**config.mk**
```make
export PLATFORM = sky130hd
export DESIGN_NAME = rsqrt_normalize
export DESIGN_NICKNAME = d
export VERILOG_FILES = /design/src/verilog/fixed_pkg.sv /design/src/verilog/vector_pkg.sv /design/src/verilog/rsqrt_normalize.sv
export SDC_FILE = /design/constraint.sdc
export NUM_CORES = 1
export LEC_CHECK = 0
export BUFFER_PORTS_ARGS = -buffer_cell sky130_fd_sc_hd__buf_4
export CORE_MARGIN = 10
export CORE_UTILIZATION = 53
export CTS_CLUSTER_DIAMETER = 150
export DETAILED_ROUTE_END_ITERATION = 6
export MAX_ROUTING_LAYER = met4
export PLACE_DENSITY = 0.75
export SETUP_SLACK_MARGIN = 0.05
export SLEW_MARGIN = 20
export SYNTH_ARGS = -nofsm -noshare
export SYNTH_HDL_FRONTEND = slang
export SYNTH_SLANG_ARGS = --single-unit
```
**constraint.sdc**
```tcl
create_clock -name clk -period 1.1 [get_ports clk]
set_input_delay 0.33 -clock clk [delete_from_list [all_inputs] [get_ports clk]]
set_output_delay 0.33 -clock clk [all_outputs]
set_load 0.005 [all_outputs]
```
**src/verilog/fixed_pkg.sv**
```systemverilog
package fixed_pkg;

    // Q8.24 word
    localparam int WORD_WIDTH = 32;
    localparam int FRAC_BITS = 24;

    typedef logic [WORD_WIDTH-1:0] fp;
    typedef logic signed [WORD_WIDTH-1:0] sfp;

    localparam fp FP_ONE = fp'(1) << FRAC_BITS;
    localparam fp FP_MAX = '1;

    // unsigned product, fraction bits dropped
    function automatic fp fp_mul(input fp a, input fp b);
        logic [2*WORD_WIDTH-1:0] prod;
        prod = a * b;
        return prod[FRAC_BITS +: WORD_WIDTH];
    endfunction

    // signed product; operands are one bit wider so an unsigned word keeps its value
    // dropping the low bits of a two's complement product rounds toward minus infinity
    function automatic sfp sfp_mul(input logic signed [WORD_WIDTH:0] a,
                                   input logic signed [WORD_WIDTH:0] b);
        logic signed [2*WORD_WIDTH+1:0] prod;
        prod = a * b;
        return prod[FRAC_BITS +: WORD_WIDTH];
    endfunction

endpackage

```
**src/verilog/vector_pkg.sv**
```systemverilog
package vector_pkg;

    localparam int N_COMP = 3;

    // leading-one range that is normalized, and where the one lands
    localparam int LEAD_HI = 31;
    localparam int LEAD_LO = 10;
    localparam int WIN_BIT = 23;

    // floor(2^24 * 2^(-e/2)) for e = -13 .. 8
    localparam fixed_pkg::fp HALF_POW_TABLE [LEAD_HI - LEAD_LO + 1] = '{
        32'h5A827999, 32'h40000000, 32'h2D413CCC, 32'h20000000,
        32'h16A09E66, 32'h10000000, 32'h0B504F33, 32'h08000000,
        32'h05A82799, 32'h04000000, 32'h02D413CC, 32'h02000000,
        32'h016A09E6, 32'h01000000, 32'h00B504F3, 32'h00800000,
        32'h005A8279, 32'h00400000, 32'h002D413C, 32'h00200000,
        32'h0016A09E, 32'h00100000
    };

    // bit-by-bit integer square root
    function automatic logic [63:0] isqrt(input logic [63:0] v);
        logic [63:0] rem;
        logic [63:0] root;
        logic [63:0] probe;
        rem = v;
        root = '0;
        probe = 64'h1 << 62;
        for (int i = 0; i < 32; i++) begin
            if (rem >= root + probe) begin
                rem = rem - (root + probe);
                root = (root >> 1) + probe;
            end else begin
                root = root >> 1;
            end
            probe = probe >> 2;
        end
        return root;
    endfunction

    // entry a stands for a * 2^-addr_bits, so 2^42 / isqrt(a << (36 - addr_bits)) is its
    // inverse root in Q8.24
    function automatic fixed_pkg::fp rsqrt_entry(input int unsigned a,
                                                 input int unsigned addr_bits);
        logic [63:0] root;
        logic [63:0] quot;
        if (a < (32'd1 << (addr_bits - 1))) begin
            return fixed_pkg::FP_MAX;
        end
        root = isqrt(64'(a) << (36 - addr_bits));
        quot = (64'd1 << 42) / root;
        if (quot > 64'(fixed_pkg::FP_MAX)) begin
            return fixed_pkg::FP_MAX;
        end
        return quot[fixed_pkg::WORD_WIDTH-1:0];
    endfunction

    function automatic fixed_pkg::fp half_pow_scale(input int e);
        return HALF_POW_TABLE[e - (LEAD_LO - WIN_BIT)];
    endfunction

endpackage

```
**src/verilog/rsqrt_normalize.sv**
```systemverilog
module rsqrt_normalize (
    input  logic          clk,
    input  logic          rst,
    input  logic          sq_valid,
    input  fixed_pkg::fp  sq_sum,
    output logic          nm_valid,
    output fixed_pkg::fp  nm_frac,
    output fixed_pkg::fp  nm_scale,
    output logic          nm_zero
);

    int           lead_pos;
    logic         found;
    fixed_pkg::fp frac_next;
    fixed_pkg::fp scale_next;

    // priority encoder, highest set bit in the handled range wins
    always_comb begin
        lead_pos = vector_pkg::LEAD_LO;
        found = 1'b0;
        for (int b = vector_pkg::LEAD_LO; b <= vector_pkg::LEAD_HI; b++) begin
            if (sq_sum[b]) begin
                lead_pos = b;
                found = 1'b1;
            end
        end
    end

    // move the leading one to the window bit, sum ends up in [0.5, 1)
    always_comb begin
        if (!found) begin
            // degenerate sum, park at 0.5 so the table read stays defined
            frac_next = fixed_pkg::FP_ONE >> 1;
            scale_next = fixed_pkg::FP_ONE;
        end else begin
            if (lead_pos >= vector_pkg::WIN_BIT) begin
                frac_next = sq_sum >> (lead_pos - vector_pkg::WIN_BIT);
            end else begin
                frac_next = sq_sum << (vector_pkg::WIN_BIT - lead_pos);
            end
            scale_next = vector_pkg::half_pow_scale(lead_pos - vector_pkg::WIN_BIT);
        end
    end

    always_ff @(posedge clk or negedge rst) begin
        if (!rst) begin
            nm_valid <= 1'b0;
            nm_frac <= '0;
            nm_scale <= '0;
            nm_zero <= 1'b0;
        end else begin
            nm_valid <= sq_valid;
            if (sq_valid) begin
                nm_frac <= frac_next;
                nm_scale <= scale_next;
                nm_zero <= !found;
            end
        end
    end

endmodule

```
==> results of run 1 <==
-- synth_stat cells (10+ instances only) --
| cell type | instances |
|---|---|
| buf_2 | 14 |
| nor3_1 | 25 |
| o221ai_1 | 18 |
| dfrtp_1 | 65 |
| a221o_1 | 10 |
| a221oi_1 | 11 |
| nor2_1 | 82 |
| mux2i_1 | 58 |
| o2bb2ai_1 | 12 |
| o21ai_0 | 50 |
| clkbuf_1 | 44 |
| or3_1 | 10 |
| a22o_1 | 11 |
| a211oi_1 | 14 |
| a22oi_1 | 11 |
| o22ai_1 | 10 |
| nand2_1 | 91 |
| nand3_1 | 14 |
| inv_1 | 21 |
| o211ai_1 | 13 |
| a21oi_1 | 70 |
-- logic make-up after synthesis --
logic type                 share of synthesized area [%]
xor gates and xnor gates                            2.10
other                                             0.0561
muxes                                               12.8
and+or+nand+nor                                     18.8
buffers and inverters                               6.16
AOI/OAI and AO/OA                                   34.3
adders and majority gates                           1.50
DFF                                                 24.3
-- metrics by stage --
stage,TNS (ns),std cells,hold slack (ns)
detailed placement,-147.03,1349,0.210
global placement,-142.82,1349,0.203
floorplan,-148.02,850,0.0344
==> flow_metrics.env, run 1 <==
export IMPL_io_pins=101
export IMPL_dp_slack_ns=-2.55
export IMPL_synth_area_leaders="dfrtp_1, mux2i_1, a21oi_1, nand2_1, nor2_1"
export IMPL_cts_setup_buffers=79
export IMPL_ys_ff_latch=65
export IMPL_chipHeight_um=132
export IMPL_async_flop_share_pct=100
export IMPL_cts_resized_gates=280
export IMPL_synth_edf_count=0
export IMPL_tool_error="[ERROR DPL-0038] Utilization greater than 100%, impossible to legalize"
export IMPL_outcome="aborted with a tool error"
export IMPL_cts_hold_buf=1
export IMPL_lastStage="clock tree synthesis (4_1_cts)"
export IMPL_yosys_area_top_type="dfrtp_1"
export IMPL_start_util_pct=55.0
export IMPL_synth_area_mm2=0.00669
export IMPL_syn_inst=850
export IMPL_place_gp_congestion=1.14
export IMPL_synth_nets=893
export IMPL_dieWidth_um=132
export IMPL_cts_inserted_buffers=9
export IMPL_ys_types=82
export IMPL_dpl_cell_area_mm2=0.00997
export IMPL_hpwl_mm=26.3
export IMPL_yosysWarnings=0
export IMPL_rows=40
export IMPL_yosysTopAreaCellShare_pct=24.3
export IMPL_syn_area_per_cell_um2=7.87
export IMPL_ys_seq_area_share_pct=24.3
export IMPL_clock_sinks=65
export IMPL_cts_buffer_depth=2
export IMPL_synth_ff_type="dfrtp_1"
export IMPL_port_buffers=99
export IMPL_htreeDepth=3
export IMPL_clk_root_buffer_cell="clkbuf_16"
==> run 2, diff against run 1 <==
--- a/config.mk
+++ b/config.mk
@@ -7,12 +7,9 @@
 export LEC_CHECK = 0
 export BUFFER_PORTS_ARGS = -buffer_cell sky130_fd_sc_hd__buf_4
 export CORE_MARGIN = 10
-export CORE_UTILIZATION = 53
-export CTS_CLUSTER_DIAMETER = 150
+export CORE_UTILIZATION = 40
 export DETAILED_ROUTE_END_ITERATION = 6
-export MAX_ROUTING_LAYER = met4
-export PLACE_DENSITY = 0.75
-export SETUP_SLACK_MARGIN = 0.05
+export PLACE_DENSITY_LB_ADDON = 0.15
 export SLEW_MARGIN = 20
 export SYNTH_ARGS = -nofsm -noshare
 export SYNTH_HDL_FRONTEND = slang
==> constraint.sdc (replaced) <==
create_clock -name clk -period 1.43 [get_ports clk]
set_input_delay 0.429 -clock clk [delete_from_list [all_inputs] [get_ports clk]]
set_output_delay 0.429 -clock clk [all_outputs]
set_load 0.005 [all_outputs]
==> run 2 against run 1 <==
- the flow now finishes, with violations (negative setup slack)
- area after synthesis is the same
- synthesized cell count stayed put
==> flow_metrics.env, run 2 <==
export IMPL_grt_max_degree=43
export IMPL_via_per_inst=6.20
export IMPL_syn_inst=850
export IMPL_outcome="finished, violations left"
export IMPL_yosys_top_cells_count="nand2_1, nor2_1, a21oi_1, dfrtp_1, mux2i_1"
export IMPL_htreeDepth=3
export IMPL_worst_pin_slew_ns=0.619
export IMPL_finalNetCount=1309
export IMPL_synth_ff_type="dfrtp_1"
export IMPL_critPathBufInv=8
export IMPL_routed_wl_mm=35.1
export IMPL_p_per_area_mw_per_mm2=850
export IMPL_synth_edf_count=0
export IMPL_top_register="nm_frac"
export IMPL_max_slew_margin_pct=58.7
export IMPL_ys_ff_latch=65
export IMPL_grt_usage_pct=28.3
export IMPL_crit_reg2reg_launch="nm_frac[13]$_DFFE_PN0P_"
export IMPL_drt_iter0_markers=1042
export IMPL_cp_required_ns=1.68
export IMPL_holdWs_ns=0.448
export IMPL_chipHeight_um=149
export IMPL_antennaDiodeCount=0
export IMPL_ys_types=82
export IMPL_crit_type="input pin to register"
export IMPL_syn_area_per_cell_um2=7.87
export IMPL_cp_slowest_cell="or4_4"
export IMPL_synth_area_mm2=0.00669
export IMPL_hp_start="sq_valid"
export IMPL_fin_ws_ns=-1.95
export IMPL_grt_pass1_vias=8727
export IMPL_setup_viol=64
export IMPL_antenna_found_initial=0
export IMPL_min_period_ns=3.38
export IMPL_reg_top3="nm_frac (32), nm_scale (31)"
export IMPL_antenna_left=0
export IMPL_clock_power_share_pct=19.9
export IMPL_async_flop_share_pct=100
export IMPL_dr_pass1_iters=5
export IMPL_dieWidth_um=149
export IMPL_hold_class="input pin to register"
export IMPL_largest_register_ffs=32
export IMPL_critPathArrivalTime_ns=3.63
export IMPL_yosys_area_top_type="dfrtp_1"
export IMPL_cts_reportedPaths_clkPinSlew_ns=0.05
export IMPL_vdd_ir_drop_max_uv=554
export IMPL_fill_cells=1174
export IMPL_failed_checks="negative setup slack"
export IMPL_synth_area_leaders="dfrtp_1, mux2i_1, a21oi_1, nand2_1, nor2_1"
export IMPL_maxSlewViolCount=0
export IMPL_hpwl_mm=25.2
export IMPL_worstPathCellList="buf_8 -> buf_8 -> or4_4 -> a21bo_1 -> or2_4 -> buf_6 -> buf_12 -> xnor2_4 -> buf_12 -> buf_12 -> clkbuf_2 -> buf_4 -> nor4_1 -> a21oi_1 -> o21a_1 -> a31oi_1"
export IMPL_power_total_w=0.0107
export IMPL_combPwrFrac_pct=58.1
export IMPL_io_pins=101
export IMPL_swShare_pct=38.5
export IMPL_intPower_w=0.00656
export IMPL_cts_tree="done"
export IMPL_p_leak_nw=5.60
export IMPL_maxCapViolCount=0
export IMPL_period_share_pct=237
export IMPL_r2r_cells=3
export IMPL_critical_path_max_stage_delay_ns=0.51
export IMPL_final_cell_mix="buf_4, nand2_1, dfrtp_1, nor2_1, buf_6"
export IMPL_seqPwrFrac_pct=22.0
export IMPL_drive_gt1_share_pct=57.0
export IMPL_remaining_drc_errors=0
export IMPL_final_common_cell="buf_4"
export IMPL_yosysWarnings=0
export IMPL_wire_per_inst_um=23.5
export IMPL_netSwitchingPower_w=0.00410
export IMPL_cts_buffer_depth=2
export IMPL_rsz0062_at_grt="true"
export IMPL_place_gp_congestion=1.02
export IMPL_yosysMostFrequentCell="nand2_1"
export IMPL_fin_tns_setup_ns=-107.50
export IMPL_rows=47
export IMPL_critPathLaunch="sq_sum[21]"
export IMPL_die_area_mm2=0.0223
export IMPL_worstSkewPairLatency_ns=0.34
export IMPL_synth_nets=893
export IMPL_yosysTopAreaCellShare_pct=24.3
export IMPL_hold_path_depth=2
export IMPL_core_area_mm2=0.0165
export IMPL_port_buffers=99
export IMPL_grt_pass1_wl_mm=49.9
export IMPL_grt_remaining_overflow=0
export IMPL_clock_fmax_mhz=296
export IMPL_fin_skew_ns=0
export IMPL_cts_inserted_buffers=9
export IMPL_crit_path_start_kind="input pin"
export IMPL_path_depth=16
export IMPL_critPathTopFamily="simple AND/OR/NAND/NOR gates"
export IMPL_num_vias=9247
export IMPL_start_util_pct=40.6
export IMPL_hold_viol=0
export IMPL_clock_sinks=65
export IMPL_ys_seq_area_share_pct=24.3
export IMPL_area_growth_pct=87.5
export IMPL_critPathMostFrequentCell="buf_12"
export IMPL_cp_max_fo=7
export IMPL_clk_root_buffer_cell="clkbuf_16"
export IMPL_critPathCaptureType="register"
run 2: cell counts after synthesis:
Identical to the previous run, type by type.
run 2: cells by family after synthesis:
group           after synthesis  share of synthesized area [%]
buf+inv                      96                           6.16
other cells                   1                         0.0561
xor+xnor                     10                           2.10
simple gates                273                           18.8
fa+ha+maj                     8                           1.50
flops                        65                           24.3
mux                          75                           12.8
compound gates              322                           34.3
run 2: worst paths after layout:
| path | to | slack, ns |
|---|---|---|
| worst min register to register | nm_scale[14]$_DFFE_PN0P_ | 0.48 |
| max in group asynchronous | nm_scale[12]$_DFFE_PN0P_ | 0.50 |
| worst max-delay path | nm_frac[1]$_DFFE_PN0P_ | -1.95 |
| worst max register to register | nm_frac[13]$_DFFE_PN0P_ | 0.12 |
| min in group asynchronous | nm_scale[16]$_DFFE_PN0P_ | 0.46 |
| worst min-delay path | nm_valid$_DFF_PN0_ | 0.45 |
run 2: metrics by stage:
stage	instances	setup slack [ns]	utilization, %	cell area, µm²
final	1491	-1.95	76.1	12500
after global routing	1491	-1.98	76.1	12500
after CTS	1440	-1.87	68.4	11300
after detailed placement	1388	-2.37	60.8	10000
after global placement	1388	-2.35	60.8	10000
after floorplan	850	-2.43	-	7160
run 2: layout make-up:
class | count | area, µm² | share of cell area (%)
flip-flops and latches | 65 | 1630 | 13.0
inverters | 24 | 96.3 | 0.768
multi-input cells | 690 | 6060 | 48.3
clock inverters | 5 | 30.0 | 0.240
repair buffers | 476 | 4200 | 33.5
clock buffers | 11 | 253 | 2.02
well taps | 220 | 275 | 2.20
run 2: what timing repair did:
item | CTS | global route
hold endpoints to repair | 6 | 0
setup endpoints to repair | 64 | 64
cloned | 1 | 5
pin swaps | 59 | 88
buffers inserted | 37 | 51
hold buffers | 1 | 0
gates resized for setup | 156 | 191
run 2: per-layer routing:
layer  routed length [µm]  part of all wire (%)  global-route usage, %
met5                    0                     0                      0
met4                 1710                   4.9                   10.9
met3                 2960                   8.4                   5.98
met2                15900                    45                   43.8
met1                14500                    41                   37.6
run 2: power by group through the flow:
stage / registers, W / clock network [W] / logic [W]
2_1_floorplan: 0.00235 / 0 / 0.00220
3_5_place_dp: 0.00236 / 0 / 0.00449
6_report: 0.00234 / 0.00212 / 0.00619
4_1_cts: 0.00233 / 0.00213 / 0.00516
3_3_place_gp: 0.00235 / 0 / 0.00448
5_1_grt: 0.00237 / 0.00220 / 0.00649
run 2: worst register-to-register path, cell delays in order, from the launching register on:
cell	delay (ns)
dfrtp_1	0.40
a222oi_1	0.38
o221ai_1	0.19
a31o_4	0.23
Note: power is estimated with default switching activity, not from simulation.
==> run 3, diff against run 2 <==
--- a/config.mk
+++ b/config.mk
@@ -5,6 +5,7 @@
 export SDC_FILE = /design/constraint.sdc
 export NUM_CORES = 1
 export LEC_CHECK = 0
+export ABC_AREA = 1
 export BUFFER_PORTS_ARGS = -buffer_cell sky130_fd_sc_hd__buf_4
 export CORE_MARGIN = 10
 export CORE_UTILIZATION = 40
==> run 3 against run 2 <==
- the run still ends with negative setup slack left
- hold slack got worse by 0.033 ns
- sequential share of layout area increased by 2.6 points
- area after synthesis increased by 0.41%
- clock power about the same
- highest routed layer unchanged
- critical path depth increased by 20
- critical path type unchanged
==> flow_metrics.env, run 3 <==
export IMPL_fin_ws_ns=-1.61
export IMPL_rows=47
export IMPL_dr_pass1_iters=6
export IMPL_finalNetCount=1461
export IMPL_syn_area_per_cell_um2=5.75
export IMPL_period_share_pct=212
export IMPL_cts_inserted_buffers=9
export IMPL_antennaDiodeCount=0
export IMPL_via_per_inst=5.58
export IMPL_critical_path_max_stage_delay_ns=0.19
export IMPL_largest_register_ffs=32
export IMPL_crit_type="input pin to register"
export IMPL_crit_path_start_kind="input pin"
export IMPL_cts_reportedPaths_clkPinSlew_ns=0.06
export IMPL_ys_seq_area_share_pct=24.2
export IMPL_maxCapViolCount=0
export IMPL_critPathCaptureType="register"
export IMPL_htreeDepth=3
export IMPL_hp_start="sq_valid"
export IMPL_max_slew_margin_pct=63.5
export IMPL_grt_max_degree=58
export IMPL_antenna_found_initial=0
export IMPL_fin_skew_ns=0
export IMPL_cts_buffer_depth=2
export IMPL_p_per_area_mw_per_mm2=833
export IMPL_grt_remaining_overflow=0
export IMPL_fill_cells=1591
export IMPL_cp_max_fo=5
export IMPL_grt_usage_pct=27.3
export IMPL_yosys_top_cells_count="nand2_1, nand3_1, o21ai_0, dfrtp_1, inv_1"
export IMPL_io_pins=101
export IMPL_grt_pass1_vias=8544
export IMPL_synth_edf_count=0
export IMPL_dp_slack_ns=-2.09
export IMPL_grtUsageMet3_pct=6.04
export IMPL_use_met2_pct=40.7
export IMPL_async_flop_share_pct=100
export IMPL_vdd_ir_drop_max_uv=715
export IMPL_placed_cells=1610
export IMPL_drt_iter0_markers=1126
export IMPL_critPathArrivalTime_ns=3.32
export IMPL_routed_wl_mm=31.1
export IMPL_chipHeight_um=150
export IMPL_synth_nets=1211
export IMPL_dieWidth_um=150
export IMPL_die_area_mm2=0.0224
export IMPL_clk_root_buffer_cell="clkbuf_16"
export IMPL_yosys_area_top_type="dfrtp_1"
export IMPL_stdcell_count=1643
export IMPL_outcome="finished, violations left"
export IMPL_failed_checks="negative setup slack"
export IMPL_antenna_left=0
export IMPL_worst_pin_slew_ns=0.542
export IMPL_drive_gt1_share_pct=36.9
export IMPL_clock_fmax_mhz=329
export IMPL_ys_ff_latch=65
export IMPL_final_cell_mix="nand2_1, buf_4, nand3_1, dfrtp_1, nand3_2"
export IMPL_synth_area_mm2=0.00672
export IMPL_top_register="nm_frac"
export IMPL_clock_sinks=65
export IMPL_num_vias=9175
export IMPL_fin_area_mm2=0.0104
export IMPL_wire_per_inst_um=18.9
export IMPL_yosysTopAreaCellShare_pct=24.2
export IMPL_start_util_pct=40.6
export IMPL_cp_required_ns=1.71
export IMPL_crit_reg2reg_launch="nm_scale[29]$_DFFE_PN0P_"
export IMPL_rsz0062_at_grt="true"
export IMPL_p_leak_nw=5.33
export IMPL_critPathMostFrequentCell="nand2_1"
export IMPL_synth_area_leaders="dfrtp_1, nand2_1, nand3_1, o21ai_0, nand4_1"
export IMPL_place_gp_congestion=0.999
export IMPL_port_buffers=99
export IMPL_busiest_layer="met2"
export IMPL_worstSkewPairLatency_ns=0.34
export IMPL_hpwl_mm=24.0
export IMPL_met1_usage_pct=39.3
export IMPL_dpl_cell_area_mm2=0.00927
export IMPL_final_common_cell="nand2_1"
export IMPL_reg_top3="nm_frac (32), nm_scale (31)"
export IMPL_yosysMostFrequentCell="nand2_1"
export IMPL_grt_pass1_wl_mm=48.7
export IMPL_core_area_mm2=0.0165
export IMPL_area_growth_pct=55.4
export IMPL_cp_slowest_cell="o21a_4"
export IMPL_cts_tree="done"
export IMPL_setup_viol=64
export IMPL_remaining_drc_errors=0
export IMPL_hold_viol=0
export IMPL_min_period_ns=3.04
export IMPL_ys_types=40
export IMPL_synth_ff_type="dfrtp_1"
export IMPL_syn_inst=1168
export IMPL_hold_class="input pin to register"
export IMPL_critPathLaunch="sq_sum[12]"
export IMPL_yosysWarnings=0
export IMPL_maxSlewViolCount=0
-- run 3: cell types whose count changed after synthesis, moves of 40 or more --
cell     change
a21oi_1     -40
nand2_1    +321
inv_1       +41
nand3_1    +227
mux2i_1     -57
nand4_1     +44
-- run 3: cell families (layout without fill, tap and decap cells) --
kind of cell	after synthesis	count (layout)	share of synthesized area [%]
buffers and inverters	155	410	9.52
XOR/XNOR	1	1	0.410
other	1	1	0.0558
adder cells (fa/ha/maj)	8	8	1.49
flip-flops	65	65	24.2
multiplexers	1	1	0.149
AND/OR/NAND/NOR	770	770	50.1
AO/OA/AOI/OAI	167	167	14.1
-- run 3: what timing repair did --
item,4_1_cts,5_1_grt
gates resized for setup,96,74
hold buffers,1,0
cloned,3,4
buffers inserted,4,5
setup endpoints to repair,64,64
hold endpoints to repair,8,0
pin swaps,38,23
-- run 3: per-layer routing --
metal	vias to the layer above	wire, µm
met5	-	0
met2	375	13700
met1	4307	14100
met3	39	2710
li1	4454	-
met4	0	566
-- run 3: area by class of cell --
cell class                      instances  area (µm²)  area share, %
Clock inverter                          7        53.8          0.516
Inverter                               68         290           2.78
Sequential cell                        65        1630           15.6
Multi-Input combinational cell        948        5220           50.0
Tap cell                              220         275           2.64
Timing Repair Buffer                  326        2750           26.3
Clock buffer                            9         225           2.16
-- run 3: path summary, 6_finish.rpt --
| kind | end | slack, ns | cells past startpoint |
|---|---|---|---|
| min in group asynchronous | nm_frac[31]$_DFFE_PN0P_ | 0.46 | 2 |
| setup reg to reg | nm_scale[29]$_DFFE_PN0P_ | 0.73 | 1 |
| setup / recovery | nm_frac[10]$_DFFE_PN0P_ | -1.61 | 36 |
| hold / removal | nm_valid$_DFF_PN0_ | 0.42 | 2 |
| max in group asynchronous | nm_scale[28]$_DFFE_PN0P_ | 0.41 | 3 |
| hold reg to reg | nm_frac[11]$_DFFE_PN0P_ | 0.48 | 2 |
-- run 3: through the flow --
step,hold slack [ns],TNS [ns],utilization (%),power [W]
CTS,0.405,-91.63,60.8,0.00846
global route,0.422,-111.50,63.1,0.00920
detailed placement,0.269,-122.99,56.1,0.00614
finish,0.415,-94.47,63.1,0.00869
floorplan,0.133,-100.02,-,0.00430
global placement,0.270,-124.81,56.1,0.00614
-- run 3: critical path: cells and delay by family --
kind / cells / cell delay (ns)
buffers and inverters: 5 / 0.50
adder cells (fa/ha/maj): 1 / 0.16
AO/OA/AOI/OAI: 2 / 0.34
AND/OR/NAND/NOR: 28 / 1.87
-- run 3: report_power, final --
part | total, W | switching, W | internal (W)
clock | 0.00214 | 0.000955 | 0.00119
combinational | 0.00421 | 0.00240 | 0.00181
sequential | 0.00233 | 0.000194 | 0.00214
total | 0.00869 | 0.00355 | 0.00514
==> run 4, diff against run 3 <==
--- a/config.mk
+++ b/config.mk
@@ -6,7 +6,7 @@
 export NUM_CORES = 1
 export LEC_CHECK = 0
 export ABC_AREA = 1
-export BUFFER_PORTS_ARGS = -buffer_cell sky130_fd_sc_hd__buf_4
+export BUFFER_PORTS_ARGS = -buffer_cell sky130_fd_sc_hd__buf_2
 export CORE_MARGIN = 10
 export CORE_UTILIZATION = 40
 export DETAILED_ROUTE_END_ITERATION = 6
==> run 4 against run 3 <==
- the flow still finishes with violations (negative setup slack)
- power up 4.9%
- worst setup slack worse by 0.16 ns
- sequential share of layout area decreased by 0.66 points
- largest cell class unchanged
- combinational power rose by 5.9%
- first-iteration DRC count fell by 5.2%
- clock power up 8%
- design area grew 4.4%
- die area stayed put
- global-route usage is 0.064 points higher
- via count rose by 3.5%
- critical path depth is 1 higher
- largest power group unchanged
- utilization rose by 2.8 points
==> flow_metrics.env, run 4 (same netlist as run 3, synthesis figures left out) <==
export IMPL_start_util_pct=40.6
export IMPL_clock_sinks=65
export IMPL_core_area_mm2=0.0165
export IMPL_fill_cells=1469
export IMPL_cts_buffer_depth=2
export IMPL_cts_inserted_buffers=9
export IMPL_rsz0062_at_grt="true"
export IMPL_min_period_ns=3.19
export IMPL_power_total_w=0.00911
export IMPL_worstSkewPairLatency_ns=0.33
export IMPL_antenna_found_initial=0
export IMPL_p_per_area_mw_per_mm2=836
export IMPL_grt_usage_pct=27.4
export IMPL_finalNetCount=1473
export IMPL_num_vias=9500
export IMPL_multiInputGateArea_mm2=0.00561
export IMPL_hold_viol=0
export IMPL_maxCapViolCount=0
export IMPL_period_share_pct=223
export IMPL_via_per_inst=5.74
export IMPL_reg_top3="nm_frac (32), nm_scale (31)"
export IMPL_fin_skew_ns=0
export IMPL_grt_pass1_vias=8908
export IMPL_drt_iter0_markers=1068
export IMPL_io_pins=101
export IMPL_fin_tns_setup_ns=-100.08
export IMPL_grt_pass1_wl_mm=48.9
export IMPL_dieWidth_um=150
export IMPL_area_growth_pct=62.3
export IMPL_htreeDepth=3
export IMPL_cts_tree="done"
export IMPL_grt_max_degree=66
export IMPL_die_area_mm2=0.0224
export IMPL_stdcell_count=1655
export IMPL_failed_checks="negative setup slack"
export IMPL_critical_path_max_stage_delay_ns=0.21
export IMPL_holdWs_ns=0.0954
export IMPL_hold_class="input pin to asynchronous set/reset pin"
export IMPL_regArea_mm2=0.00163
export IMPL_final_cell_mix="nand2_1, buf_4, nand3_1, nand3_2, buf_2"
export IMPL_cp_required_ns=1.71
export IMPL_cts_hold_buf=0
export IMPL_critPathCaptureType="register"
export IMPL_antennaDiodeCount=0
export IMPL_critPathMostFrequentCell="nand2_1"
export IMPL_top_register="nm_frac"
export IMPL_critPathTopFamily="simple AND/OR/NAND/NOR gates"
export IMPL_setup_viol=64
export IMPL_crit_path_start_kind="input pin"
export IMPL_maxSlewViolCount=0
export IMPL_drive_gt1_share_pct=42.3
export IMPL_wire_per_inst_um=19.3
export IMPL_port_buffers=99
export IMPL_final_common_cell="nand2_1"
export IMPL_antenna_left=0
export IMPL_outcome="finished, violations left"
export IMPL_crit_type="input pin to register"
export IMPL_cp_max_fo=5
export IMPL_cts_reportedPaths_clkPinSlew_ns=0.06
export IMPL_vdd_ir_drop_max_uv=689
export IMPL_grt_remaining_overflow=0
export IMPL_cp_slowest_cell="nand4_1"
export IMPL_dr_pass1_iters=5
export IMPL_largest_register_ffs=32
export IMPL_fin_ws_ns=-1.76
export IMPL_chipHeight_um=150
export IMPL_critPathArrivalTime_ns=3.47
export IMPL_placed_cells=1605
export IMPL_place_gp_congestion=1.03
export IMPL_clk_root_buffer_cell="clkbuf_16"
export IMPL_remaining_drc_errors=0
export IMPL_p_leak_nw=5.56
export IMPL_critPathBufInv=4
export IMPL_post_route_util_pct=65.9
export IMPL_hpwl_mm=23.3
export IMPL_clock_fmax_mhz=313
export IMPL_routed_wl_mm=31.9
export IMPL_rows=47
[run 4: cell count changes in the layout (fill, tap and decap cells not counted), moves of 7 or more]
cell     before  now
o21ai_0      31   38
nand3_1     180  139
nand2_1     371  351
buf_12       12   23
buf_4       299  196
buf_2         0   97
nand2_2      29   45
nand3_2      60   97
[run 4: layer usage]
| layer | up-vias | GRT usage [%] | share of wire [%] |
|---|---|---|---|
| met2 | 490 | 41.4 | 45 |
| met3 | 96 | 5.68 | 9.0 |
| li1 | 4467 | - | - |
| met4 | 0 | 8.64 | 3.0 |
| met1 | 4447 | 37.9 | 43 |
| met5 | - | 0 | 0 |
[run 4: cell type report]
| cell class | count | share of cell area, % |
|---|---|---|
| clock inverters | 5 | 0.551 |
| flip-flops and latches | 65 | 14.9 |
| repair buffers | 337 | 25.5 |
| clock buffers | 11 | 2.32 |
| multi-input cells | 949 | 51.4 |
| inverters | 68 | 2.76 |
| well taps | 220 | 2.53 |
[run 4: per-stage QoR]
step | cell area [µm²] | worst slack, ns
2_1_floorplan | 7070 | -1.80
5_1_grt | 10900 | -2.04
4_1_cts | 10200 | -1.63
6_report | 10900 | -1.76
3_5_place_dp | 9090 | -2.22
3_3_place_gp | 9090 | -2.22
[run 4: path summary, 6_finish.rpt]
kind	to	depth (start not counted)	from	slack, ns
max in group asynchronous	nm_scale[25]$_DFFE_PN0P_	2	rst	1.02
worst max register to register	nm_scale[28]$_DFFE_PN0P_	2	nm_scale[28]$_DFFE_PN0P_	0.72
worst min register to register	nm_scale[15]$_DFFE_PN0P_	2	nm_scale[15]$_DFFE_PN0P_	0.47
min in group clk	nm_valid$_DFF_PN0_	2	sq_valid	0.44
worst min-delay path	nm_frac[31]$_DFFE_PN0P_	2	rst	0.1
worst max-delay path	nm_frac[13]$_DFFE_PN0P_	37	sq_sum[12]	-1.76
[run 4: power breakdown]
group          switching (W)  internal [W]  total (W)
Clock               0.000870       0.00145    0.00232
Combinational        0.00262       0.00184    0.00446
Sequential          0.000194       0.00214    0.00233
[run 4: repair_timing]
item | in CTS | in global routing
gates cloned | 7 | 2
pin swaps | 71 | 67
setup endpoints to repair | 64 | 64
gates resized for setup | 132 | 137
buffers inserted | 11 | 17
